### src/common/aes_ctrl_macros.svh
/*
  AES round controller constants
  Round counts per key length and the widths of shared fields
*/
`ifndef AES_CTRL_MACROS_SVH
`define AES_CTRL_MACROS_SVH

// Rounds per key length
`define AES_NR_128 10
`define AES_NR_192 12
`define AES_NR_256 14

// Round counter width, also the width of the KeyExpand round index
`define AES_RND_W 4

// Width of a sparse two-value signal
`define AES_SP2V_W 3

`endif

### src/common/aes_ctrl_pkg.sv
/*
  AES round controller package
  Sparse encodings and datapath select codes
*/
`include "aes_ctrl_macros.svh"

package aes_ctrl_pkg;

  // Sparse boolean, all other codes are invalid
  typedef enum logic [`AES_SP2V_W-1:0] {
    SP2V_HIGH = 3'b011,
    SP2V_LOW  = 3'b100
  } sp2v_e;

  typedef enum logic {
    CIPH_FWD = 1'b0,
    CIPH_INV = 1'b1
  } ciph_op_e;

  // One-hot key length
  typedef enum logic [2:0] {
    AES_128 = 3'b001,
    AES_192 = 3'b010,
    AES_256 = 3'b100
  } key_len_e;

  // State register input select
  typedef enum logic [1:0] {
    STATE_INIT  = 2'b00,
    STATE_ROUND = 2'b01,
    STATE_CLEAR = 2'b10
  } state_sel_e;

  // AddRoundKey operand select
  typedef enum logic [1:0] {
    ADD_RK_INIT  = 2'b00,
    ADD_RK_ROUND = 2'b01,
    ADD_RK_FINAL = 2'b10
  } add_rk_sel_e;

  // Full key register input select
  typedef enum logic [1:0] {
    KEY_FULL_ENC_INIT = 2'b00,
    KEY_FULL_DEC_INIT = 2'b01,
    KEY_FULL_ROUND    = 2'b10,
    KEY_FULL_CLEAR    = 2'b11
  } key_full_sel_e;

  // Round key word window
  typedef enum logic [1:0] {
    KEY_WORDS_0123 = 2'b00,
    KEY_WORDS_2345 = 2'b01,
    KEY_WORDS_4567 = 2'b10,
    KEY_WORDS_ZERO = 2'b11
  } key_words_sel_e;

endpackage

### src/common/aes_ctrl_if.sv
/*
  Internal links of the AES round controller
  Decoded sparse inputs to the FSM, and the FSM to round counter path
*/
`timescale 1ns/10ps
`include "aes_ctrl_macros.svh"

// Decoded handshake inputs, purely combinational
interface sp2v_chk_if (
  input logic clk_i,
  input logic rst_ni
);
  logic in_valid;
  logic out_ready;
  logic crypt;
  logic sub_bytes_req;
  logic key_expand_req;
  // Any input code outside HIGH/LOW
  logic enc_err;

  // Clock and reset only serve the checker assertion
  modport chk (
    input  clk_i, rst_ni,
    output in_valid, out_ready, crypt, sub_bytes_req, key_expand_req, enc_err
  );

  modport fsm (
    input in_valid, out_ready, crypt, sub_bytes_req, key_expand_req, enc_err
  );
endinterface

// Protected round counter control and status
interface rnd_ctr_if;
  logic                  load;
  logic                  step;
  logic [`AES_RND_W-1:0] num_rounds;
  logic [`AES_RND_W-1:0] rnd;
  logic                  rnd_err;

  modport ctr (input load, step, num_rounds, output rnd, rnd_err);

  modport fsm (output load, step, num_rounds, input rnd, rnd_err);
endinterface

### src/cipher_ctrl/aes_cipher_ctrl.sv
/*
  AES cipher control top level
  Joins the sparse input checker, the protected round counter and the FSM
*/
`timescale 1ns/10ps
`include "aes_ctrl_macros.svh"

module aes_cipher_ctrl (
  input  logic                         clk_i,
  input  logic                         rst_ni,
  input  aes_ctrl_pkg::sp2v_e          in_valid_i,
  output aes_ctrl_pkg::sp2v_e          in_ready_o,
  output aes_ctrl_pkg::sp2v_e          out_valid_o,
  input  aes_ctrl_pkg::sp2v_e          out_ready_i,
  input  aes_ctrl_pkg::ciph_op_e       op_i,
  input  aes_ctrl_pkg::key_len_e       key_len_i,
  input  aes_ctrl_pkg::sp2v_e          crypt_i,
  output aes_ctrl_pkg::sp2v_e          crypt_o,
  input  logic                         key_clear_i,
  output logic                         key_clear_o,
  input  logic                         data_out_clear_i,
  output logic                         data_out_clear_o,
  output logic                         alert_o,
  output aes_ctrl_pkg::state_sel_e     state_sel_o,
  output aes_ctrl_pkg::sp2v_e          state_we_o,
  output aes_ctrl_pkg::add_rk_sel_e    add_rk_sel_o,
  output aes_ctrl_pkg::sp2v_e          sub_bytes_en_o,
  input  aes_ctrl_pkg::sp2v_e          sub_bytes_out_req_i,
  output aes_ctrl_pkg::sp2v_e          sub_bytes_out_ack_o,
  output aes_ctrl_pkg::key_full_sel_e  key_full_sel_o,
  output aes_ctrl_pkg::sp2v_e          key_full_we_o,
  output aes_ctrl_pkg::sp2v_e          key_expand_en_o,
  input  aes_ctrl_pkg::sp2v_e          key_expand_out_req_i,
  output aes_ctrl_pkg::sp2v_e          key_expand_out_ack_o,
  output logic                         key_expand_clear_o,
  output logic [`AES_RND_W-1:0]        key_expand_round_o,
  output aes_ctrl_pkg::key_words_sel_e key_words_sel_o
);

  // Decoded inputs and round counter links
  sp2v_chk_if u_chk_if (.clk_i, .rst_ni);
  rnd_ctr_if  u_ctr_if ();

  aes_sp2v_check u_sp2v_check (
    .in_valid_i,
    .out_ready_i,
    .crypt_i,
    .sub_bytes_out_req_i,
    .key_expand_out_req_i,
    .chk_o (u_chk_if.chk)
  );

  aes_round_ctr u_round_ctr (
    .clk_i,
    .rst_ni,
    .ctr_o (u_ctr_if.ctr)
  );

  aes_cipher_fsm u_cipher_fsm (
    .clk_i,
    .rst_ni,
    .chk_i (u_chk_if.fsm),
    .ctr_i (u_ctr_if.fsm),
    .op_i,
    .key_len_i,
    .key_clear_i,
    .data_out_clear_i,
    .in_ready_o,
    .out_valid_o,
    .crypt_o,
    .key_clear_o,
    .data_out_clear_o,
    .alert_o,
    .state_sel_o,
    .state_we_o,
    .add_rk_sel_o,
    .sub_bytes_en_o,
    .sub_bytes_out_ack_o,
    .key_full_sel_o,
    .key_full_we_o,
    .key_expand_en_o,
    .key_expand_out_ack_o,
    .key_expand_clear_o,
    .key_expand_round_o,
    .key_words_sel_o
  );

endmodule

### src/cipher_ctrl/aes_cipher_fsm.sv
/*
  AES cipher round sequencing FSM
  Steps through initial, regular and final rounds, clears keys/data, traps faults
*/
`timescale 1ns/10ps
`include "aes_ctrl_macros.svh"

module aes_cipher_fsm (
  input  logic                         clk_i,
  input  logic                         rst_ni,
  sp2v_chk_if.fsm                      chk_i,
  rnd_ctr_if.fsm                       ctr_i,
  input  aes_ctrl_pkg::ciph_op_e       op_i,
  input  aes_ctrl_pkg::key_len_e       key_len_i,
  input  logic                         key_clear_i,
  input  logic                         data_out_clear_i,
  output aes_ctrl_pkg::sp2v_e          in_ready_o,
  output aes_ctrl_pkg::sp2v_e          out_valid_o,
  output aes_ctrl_pkg::sp2v_e          crypt_o,
  output logic                         key_clear_o,
  output logic                         data_out_clear_o,
  output logic                         alert_o,
  output aes_ctrl_pkg::state_sel_e     state_sel_o,
  output aes_ctrl_pkg::sp2v_e          state_we_o,
  output aes_ctrl_pkg::add_rk_sel_e    add_rk_sel_o,
  output aes_ctrl_pkg::sp2v_e          sub_bytes_en_o,
  output aes_ctrl_pkg::sp2v_e          sub_bytes_out_ack_o,
  output aes_ctrl_pkg::key_full_sel_e  key_full_sel_o,
  output aes_ctrl_pkg::sp2v_e          key_full_we_o,
  output aes_ctrl_pkg::sp2v_e          key_expand_en_o,
  output aes_ctrl_pkg::sp2v_e          key_expand_out_ack_o,
  output logic                         key_expand_clear_o,
  output logic [`AES_RND_W-1:0]        key_expand_round_o,
  output aes_ctrl_pkg::key_words_sel_e key_words_sel_o
);
  import aes_ctrl_pkg::*;

  localparam int unsigned RndW = `AES_RND_W;

  // Sparse state codes, minimum Hamming distance 3
  typedef enum logic [5:0] {
    IDLE     = 6'b100110,
    INIT     = 6'b010101,
    ROUND    = 6'b001011,
    FINISH   = 6'b110011,
    CLEAR_S  = 6'b101101,
    CLEAR_KD = 6'b011110,
    ERROR    = 6'b111000
  } fsm_state_e;

  fsm_state_e      state_d, state_q;
  sp2v_e           crypt_d, crypt_q;
  logic            key_clear_d, key_clear_q;
  logic            data_out_clear_d, data_out_clear_q;
  logic [RndW-1:0] last_rnd;

  // Wider key window, picked only in the direction given by hi_op
  function automatic key_words_sel_e words_sel(key_len_e len, ciph_op_e op, ciph_op_e hi_op);
    key_words_sel_e sel;
    sel = KEY_WORDS_0123;
    if (op == hi_op) begin
      if (len == AES_192) begin
        sel = KEY_WORDS_2345;
      end else if (len == AES_256) begin
        sel = KEY_WORDS_4567;
      end
    end
    return sel;
  endfunction

  // Round total, sampled by the counter on load
  assign ctr_i.num_rounds = (key_len_i == AES_128) ? RndW'(`AES_NR_128) :
                            (key_len_i == AES_192) ? RndW'(`AES_NR_192) :
                                                     RndW'(`AES_NR_256);
  // Index of the last regular round
  assign last_rnd = ctr_i.num_rounds - RndW'(1);

  //////////////////////////////
  // Next state and outputs
  //////////////////////////////

  always_comb begin : fsm_comb
    in_ready_o           = SP2V_LOW;
    out_valid_o          = SP2V_LOW;
    alert_o              = 1'b0;
    state_sel_o          = STATE_ROUND;
    state_we_o           = SP2V_LOW;
    add_rk_sel_o         = ADD_RK_ROUND;
    sub_bytes_en_o       = SP2V_LOW;
    sub_bytes_out_ack_o  = SP2V_LOW;
    key_full_sel_o       = KEY_FULL_ROUND;
    key_full_we_o        = SP2V_LOW;
    key_expand_en_o      = SP2V_LOW;
    key_expand_out_ack_o = SP2V_LOW;
    key_expand_clear_o   = 1'b0;
    key_words_sel_o      = KEY_WORDS_ZERO;
    ctr_i.load           = 1'b0;
    ctr_i.step           = 1'b0;
    state_d              = state_q;
    crypt_d              = crypt_q;
    key_clear_d          = key_clear_q;
    data_out_clear_d     = data_out_clear_q;

    unique case (state_q)
      IDLE: begin
        in_ready_o = SP2V_HIGH;
        if (chk_i.in_valid) begin
          if (key_clear_i || data_out_clear_i) begin
            key_clear_d      = key_clear_i;
            data_out_clear_d = data_out_clear_i;
            // Data output clear goes through a cleared state first
            state_d = data_out_clear_i ? CLEAR_S : CLEAR_KD;
          end else if (chk_i.crypt) begin
            crypt_d            = SP2V_HIGH;
            state_sel_o        = STATE_INIT;
            state_we_o         = SP2V_HIGH;
            key_expand_clear_o = 1'b1;
            key_full_sel_o     = (op_i == CIPH_FWD) ? KEY_FULL_ENC_INIT : KEY_FULL_DEC_INIT;
            key_full_we_o      = SP2V_HIGH;
            ctr_i.load         = 1'b1;
            state_d            = INIT;
          end else begin
            // Transfer without any command is treated as a fault
            state_d = ERROR;
          end
        end
      end

      INIT: begin
        add_rk_sel_o    = ADD_RK_INIT;
        key_words_sel_o = words_sel(key_len_i, op_i, CIPH_INV);
        if (key_len_i != AES_256) begin
          // Need the second round key from KeyExpand
          key_expand_en_o = SP2V_HIGH;
          if (chk_i.key_expand_req) begin
            key_expand_out_ack_o = SP2V_HIGH;
            state_we_o           = SP2V_HIGH;
            key_full_we_o        = SP2V_HIGH;
            ctr_i.step           = 1'b1;
            state_d              = ROUND;
          end
        end else begin
          // Both first round keys already in the full key
          state_we_o = SP2V_HIGH;
          ctr_i.step = 1'b1;
          state_d    = ROUND;
        end
      end

      ROUND: begin
        key_words_sel_o = words_sel(key_len_i, op_i, CIPH_FWD);
        sub_bytes_en_o  = SP2V_HIGH;
        key_expand_en_o = SP2V_HIGH;
        // Advance only when both units are done
        if (chk_i.sub_bytes_req && chk_i.key_expand_req) begin
          sub_bytes_out_ack_o  = SP2V_HIGH;
          key_expand_out_ack_o = SP2V_HIGH;
          state_we_o           = SP2V_HIGH;
          key_full_we_o        = SP2V_HIGH;
          ctr_i.step           = 1'b1;
          if (ctr_i.rnd == last_rnd) begin
            state_d = FINISH;
          end
        end
      end

      FINISH: begin
        key_words_sel_o = words_sel(key_len_i, op_i, CIPH_FWD);
        add_rk_sel_o    = ADD_RK_FINAL;
        // State gets wiped on the way out
        state_sel_o     = STATE_CLEAR;
        sub_bytes_en_o  = SP2V_HIGH;
        // No data release on a bad input code
        out_valid_o = (chk_i.sub_bytes_req && !chk_i.enc_err) ? SP2V_HIGH : SP2V_LOW;
        if (out_valid_o == SP2V_HIGH && chk_i.out_ready) begin
          sub_bytes_out_ack_o = SP2V_HIGH;
          state_we_o          = SP2V_HIGH;
          crypt_d             = SP2V_LOW;
          state_d             = IDLE;
        end
      end

      CLEAR_S: begin
        state_sel_o = STATE_CLEAR;
        state_we_o  = SP2V_HIGH;
        state_d     = CLEAR_KD;
      end

      CLEAR_KD: begin
        if (key_clear_q) begin
          key_full_sel_o = KEY_FULL_CLEAR;
          key_full_we_o  = SP2V_HIGH;
        end
        if (data_out_clear_q) begin
          // Pass the cleared state straight to the output
          add_rk_sel_o = ADD_RK_INIT;
        end
        out_valid_o = SP2V_HIGH;
        if (chk_i.out_ready) begin
          key_clear_d      = 1'b0;
          data_out_clear_d = 1'b0;
          state_d          = IDLE;
        end
      end

      ERROR: begin
        // Terminal, left only through reset
        alert_o = 1'b1;
      end

      default: begin
        state_d = ERROR;
      end
    endcase

    // Any fault overrides the regular transition
    if (chk_i.enc_err || ctr_i.rnd_err) begin
      state_d = ERROR;
    end
  end

  always_ff @(posedge clk_i or negedge rst_ni) begin
    if (!rst_ni) begin
      state_q          <= IDLE;
      crypt_q          <= SP2V_LOW;
      key_clear_q      <= 1'b0;
      data_out_clear_q <= 1'b0;
    end else begin
      state_q          <= state_d;
      crypt_q          <= crypt_d;
      key_clear_q      <= key_clear_d;
      data_out_clear_q <= data_out_clear_d;
    end
  end

  assign crypt_o            = crypt_q;
  assign key_clear_o        = key_clear_q;
  assign data_out_clear_o   = data_out_clear_q;
  assign key_expand_round_o = ctr_i.rnd;

  // Key length must stay legal for the whole operation
  key_len_onehot_a: assert property (@(posedge clk_i) disable iff (!rst_ni)
    (state_q != IDLE) |-> $onehot(key_len_i));

endmodule

### src/aes_round_ctr.sv
/*
  Protected AES round counter
  Up-counter, down-counter and parity bit, cross-checked every cycle
*/
`timescale 1ns/10ps
`include "aes_ctrl_macros.svh"

module aes_round_ctr (
  input logic    clk_i,
  input logic    rst_ni,
  rnd_ctr_if.ctr ctr_o
);
  localparam int unsigned RndW = `AES_RND_W;

  logic [RndW-1:0] up_q;
  logic [RndW-1:0] down_q;
  logic [RndW-1:0] total_q;
  logic [RndW-1:0] up_inc;
  logic [RndW-1:0] sum;
  logic            par_q;
  logic            err_sum;
  logic            err_par;

  assign up_inc = up_q + RndW'(1);

  always_ff @(posedge clk_i or negedge rst_ni) begin
    if (!rst_ni) begin
      up_q    <= '0;
      down_q  <= '0;
      total_q <= '0;
      par_q   <= 1'b0;
    end else if (ctr_o.load) begin
      // Fresh operation, parity of zero is zero
      up_q    <= '0;
      down_q  <= ctr_o.num_rounds;
      total_q <= ctr_o.num_rounds;
      par_q   <= 1'b0;
    end else if (ctr_o.step) begin
      up_q    <= up_inc;
      down_q  <= down_q - RndW'(1);
      par_q   <= ^up_inc;
    end
  end

  //////////////////////////////
  // Consistency checks
  //////////////////////////////

  // Both counters must always add up to the stored total
  assign sum     = up_q + down_q;
  assign err_sum = (sum != total_q);
  // Stored parity must match recomputed parity
  assign err_par = (par_q != ^up_q);

  assign ctr_o.rnd     = up_q;
  assign ctr_o.rnd_err = err_sum | err_par;

  // FSM must stop stepping once all rounds are done
  no_step_past_end_a: assert property (@(posedge clk_i) disable iff (!rst_ni)
    ctr_o.step |-> (up_q != total_q));

endmodule

### src/aes_sp2v_check.sv
/*
  Sparse input checker
  Decodes sparse handshake inputs and flags any invalid code
*/
`timescale 1ns/10ps

module aes_sp2v_check (
  input  aes_ctrl_pkg::sp2v_e in_valid_i,
  input  aes_ctrl_pkg::sp2v_e out_ready_i,
  input  aes_ctrl_pkg::sp2v_e crypt_i,
  input  aes_ctrl_pkg::sp2v_e sub_bytes_out_req_i,
  input  aes_ctrl_pkg::sp2v_e key_expand_out_req_i,
  sp2v_chk_if.chk             chk_o
);
  import aes_ctrl_pkg::*;

  logic [4:0] bad;

  // Only the exact HIGH code counts as true
  assign chk_o.in_valid       = (in_valid_i == SP2V_HIGH);
  assign chk_o.out_ready      = (out_ready_i == SP2V_HIGH);
  assign chk_o.crypt          = (crypt_i == SP2V_HIGH);
  assign chk_o.sub_bytes_req  = (sub_bytes_out_req_i == SP2V_HIGH);
  assign chk_o.key_expand_req = (key_expand_out_req_i == SP2V_HIGH);

  // Per-input invalid code flags
  assign bad[0] = !(in_valid_i inside {SP2V_HIGH, SP2V_LOW});
  assign bad[1] = !(out_ready_i inside {SP2V_HIGH, SP2V_LOW});
  assign bad[2] = !(crypt_i inside {SP2V_HIGH, SP2V_LOW});
  assign bad[3] = !(sub_bytes_out_req_i inside {SP2V_HIGH, SP2V_LOW});
  assign bad[4] = !(key_expand_out_req_i inside {SP2V_HIGH, SP2V_LOW});

  assign chk_o.enc_err = |bad;

  // Driving logic upstream must never float these once out of reset
  inputs_known_a: assert property (@(posedge chk_o.clk_i) disable iff (!chk_o.rst_ni)
    !$isunknown({in_valid_i, out_ready_i, crypt_i, sub_bytes_out_req_i, key_expand_out_req_i}));

endmodule

### config.mk
export PLATFORM = sky130hd
export DESIGN_NAME = aes_cipher_ctrl
export DESIGN_NICKNAME = d
export VERILOG_FILES = /design/src/common/aes_ctrl_pkg.sv /design/src/common/aes_ctrl_if.sv /design/src/cipher_ctrl/aes_cipher_ctrl.sv /design/src/cipher_ctrl/aes_cipher_fsm.sv /design/src/aes_round_ctr.sv /design/src/aes_sp2v_check.sv
export VERILOG_INCLUDE_DIRS = /design/src /design/src/common
export SDC_FILE = /design/constraint.sdc
export NUM_CORES = 1
export LEC_CHECK = 0
export BUFFER_PORTS_ARGS = -buffer_cell sky130_fd_sc_hd__buf_2
export CELL_PAD_IN_SITES_DETAIL_PLACEMENT = 1
export CELL_PAD_IN_SITES_GLOBAL_PLACEMENT = 1
export CORE_MARGIN = 1.5
export CORE_UTILIZATION = 36
export DETAILED_ROUTE_END_ITERATION = 8
export GPL_TIMING_DRIVEN = 0
export PLACE_DENSITY = 0.85
export SLEW_MARGIN = 15
export SYNTH_ARGS = -nofsm -noshare
export SYNTH_HDL_FRONTEND = slang
export SYNTH_SLANG_ARGS = --single-unit
### constraint.sdc
create_clock -name clk_i -period 2.7 [get_ports clk_i]
set_input_delay 0.54 -clock clk_i [delete_from_list [all_inputs] [get_ports clk_i]]
set_output_delay 0.54 -clock clk_i [all_outputs]
set_load 0.1 [all_outputs]
==> results.sh <==
export IMPL_status="finished, violations left"
export IMPL_violations="negative setup slack"
export IMPL_regArea_sq_um=559.3
export IMPL_drive_gt1_share_pct=52.80
export IMPL_nets=369
export IMPL_slowest_delay_ns=0.64
export IMPL_cts_sinks=22
export IMPL_finalCritPeriodShare_pct=111.7
export IMPL_die_h_microns=76.28
export IMPL_fillers=575
export IMPL_rsz0062_at_grt="yes"
export IMPL_setup_viol=27
export IMPL_path_class="flip-flop to output port"
export IMPL_io_pins=66
export IMPL_switchingPower_mw=0.2199
export IMPL_antenna_found_initial=0
export IMPL_final_antenna_net_count=0
export IMPL_yosysWarningCount=0
export IMPL_seq_power_share_pct=42.7
export IMPL_relSlewSlack_pct=46.43
export IMPL_clk_pin_slew_ns=0.10
export IMPL_dr_pass1_iters=5
export IMPL_rows=26
export IMPL_wl_per_cell_microns=26.29
export IMPL_gp_congestion=0.8447
export IMPL_synth_cell_types=59
export IMPL_grt_pass1_vias=2521
export IMPL_p_int_mw=0.5788
export IMPL_syn_area_per_cell_sq_um=8.226
export IMPL_synth_area_top_cells="dfrtp_1, dfstp_2, nand2_1"
export IMPL_synth_ff_type="dfrtp_1"
export IMPL_crit_top_cell="buf_12"
export IMPL_worst_setup_path_end_kind="output port"
export IMPL_cp_top_family="simple AND/OR/NAND/NOR gates"
export IMPL_fin_util_pct=65.77
export IMPL_peakVddDrop_mv=0.3950
export IMPL_finalMaxSlewViolations=0
export IMPL_cts_tree="yes"
export IMPL_synth_edff_count=0
export IMPL_cts_root_buf="clkbuf_8"
export IMPL_multi_input_area_sq_um=1484
export IMPL_p_sw_share_pct=27.53
export IMPL_cp_max_fo=4
export IMPL_highest_layer="met4"
export IMPL_drtIter0Drc=260
export IMPL_hold_buffers=0
export IMPL_clk_latency_ns=0.29
export IMPL_clock_path_buffers=2
export IMPL_fin_skew_ns=0.01574
export IMPL_antennaDiodeCount=0
export IMPL_route_met2_wl_microns=5440
export IMPL_slowest_stage="dfstp_2"
export IMPL_hpwl_microns=5091
export IMPL_cp_start_kind="flip-flop"
export IMPL_maxCapViolCount=0
export IMPL_finalHoldViolations=0
export IMPL_min_period_ns=3.016
export IMPL_drc=0
export IMPL_htree_levels=1
export IMPL_wl_met3_microns=824
export IMPL_start_util_pct=37.61
export IMPL_dieArea_sq_um=5819
export IMPL_power_static_leakage_nw=1.526
export IMPL_arrival_ns=2.48
export IMPL_fmax_mhz=331.6
export IMPL_power_density_nw_per_um2=236.2
export IMPL_syn_num_nets=264
export IMPL_wirelength_microns=10750
export IMPL_cts_buffers_inserted=3
export IMPL_grt_pass1_wl_microns=13170
export IMPL_grt_overflow=0
export IMPL_grtUsageTotal_pct=28.96
export IMPL_grt_max_degree=23
export IMPL_required_ns=2.16
export IMPL_post_place_ws_ns=-0.8071
export IMPL_syn_to_final_growth_pct=74.89
export IMPL_synthCells=235
export IMPL_core_area_sq_um=5140
export IMPL_yosysSeqAreaShare_pct=28.74
export IMPL_synthTopCellsByCount="nand2_1, nor2_1, dfrtp_1, o21ai_0, inv_1"
export IMPL_cp_num_buf_inv=3
export IMPL_yosysTopAreaCell="dfrtp_1"
export IMPL_synth_top_cell_area_share_pct=23.30
export IMPL_synth_async_sr_flop_share_pct=100.0
export IMPL_synth_area_sq_um=1933
export IMPL_vias=2558
export IMPL_combPwrFrac_pct=16.3
export IMPL_yosys_register_bits=22
export IMPL_fin_ws_ns=-0.3160
export IMPL_met1_length_microns=3828
export IMPL_io_buffers=64
export IMPL_yosysMostFrequentCell="nand2_1"
export IMPL_hold_path_class="input pin to async pin"
export IMPL_clkPwrFrac_pct=41.0
export IMPL_die_w_microns=76.28
export IMPL_worst_pin_slew_ns=0.7952
export IMPL_avgViaCountPerCell=6.254
export IMPL_crit_chain="nand3b_1, or3_4, nand2b_4, clkinvlp_4, nand2_4, o21ai_4, nor3_4, buf_12, buf_12"
-- per-layer routing --
| layer | up-vias | global-route usage (%) |
|---|---|---|
| li1 | 1041 | - |
| met1 | 1247 | 34.23 |
| met2 | 200 | 52.86 |
| met3 | 70 | 3.114 |
| met4 | 0 | 12.22 |
| met5 | - | 0 |
-- registers in the layout, indices dropped and copies added, names as in the netlist --
register                       cells
u_round_ctr.total_q                3
u_cipher_fsm.crypt_o               2
u_round_ctr.par_q                  1
u_cipher_fsm.state_q               6
u_round_ctr.down_q                 4
u_cipher_fsm.key_clear_o           1
u_cipher_fsm.data_out_clear_o      1
u_round_ctr.ctr_o.rnd              4
-- power by group through the flow --
stage	clock, mW	combinational [mW]	sequential [mW]
after floorplan	0	0.0500	0.358
after global placement	0	0.102	0.346
after detailed placement	0	0.106	0.346
after global routing	0.344	0.137	0.341
after CTS	0.321	0.112	0.340
final	0.328	0.130	0.341
-- path summary, 6_finish.rpt --
| path | from | to | slack, ns | depth (start not counted) |
|---|---|---|---|---|
| max | u_cipher_fsm.state_q[5] | state_we_o[1] | -0.32 | 9 |
| min | rst_ni | u_round_ctr.ctr_o.rnd[0] | 0.22 | 1 |
| max reg2reg | u_round_ctr.ctr_o.rnd[2] | u_cipher_fsm.state_q[3] | -0.08 | 7 |
| min reg2reg | u_cipher_fsm.crypt_o[2] | u_cipher_fsm.crypt_o[2] | 0.53 | 2 |
| max in group asynchronous | rst_ni | u_cipher_fsm.state_q[4] | 2.06 | 1 |
| min in group clk_i | u_cipher_fsm.crypt_o[2] | u_cipher_fsm.crypt_o[2] | 0.53 | 2 |
-- worst reg2reg max path, delay by kind of cell, from the launching register on --
family / cells / cell delay, ns
AO/OA/AOI/OAI: 4 / 1.25
buffers and inverters: 1 / 0.47
flip-flops: 1 / 0.43
AND/OR/NAND/NOR: 2 / 0.49
-- logic make-up (layout without fill, tap and decap cells) --
family / after synthesis / after routing / share of synthesized area [%]
simple gates: 107 / 107 / 32.75
fa+ha+maj: 6 / 6 / 4.272
flops: 22 / 22 / 28.74
xor+xnor: 14 / 14 / 6.343
compound gates: 57 / 57 / 19.68
buf+inv: 29 / 133 / 8.220
-- stage by stage --
step / TNS, ns / hold WS, ns / total power, mW / std cells / cell area [sq um]
finish: -3.580 / 0.2202 / 0.7987 / 409 / 3381
global route: -4.304 / 0.2543 / 0.8222 / 409 / 3381
CTS: -0.5115 / 0.2724 / 0.7732 / 397 / 3089
detailed placement: -4.364 / 0.4752 / 0.4528 / 369 / 2606
global placement: -4.194 / 0.4713 / 0.4480 / 369 / 2606
floorplan: -9.651 / 0.2444 / 0.4078 / 235 / 2198
-- final cells by class --
| cell class | instances | area share, % |
|---|---|---|
| flip-flops and latches | 22 | 16.54 |
| well taps | 70 | 2.591 |
| inverters | 14 | 3.183 |
| plain buffers | 14 | 4.515 |
| multi-input cells | 184 | 43.89 |
| clock inverters | 1 | 0.8882 |
| clock buffers | 3 | 1.221 |
| repair buffers | 101 | 27.17 |
-- cells in the final DEF (no fill, tap or decap), types with 5 or more instances in the layout --
cell,n
buf_4,38
buf_2,37
nand2_1,23
buf_12,21
nor2_1,20
dfrtp_1,15
buf_6,12
o21ai_0,9
a21oi_1,8
xnor2_1,8
inv_1,7
o21ai_1,7
nand3b_1,6
xor2_1,6
or3_4,5
ha_1,5
clkbuf_4,5
-- timing repair --
action / 4_1_cts / 5_1_grt
gates resized for setup: 68 / 48
setup buffers: 25 / 13
setup endpoints to repair: 25 / 32
pin swaps: 11 / 9
gates cloned: 0 / 0
No activity file was read; power rests on OpenSTA's default activity.
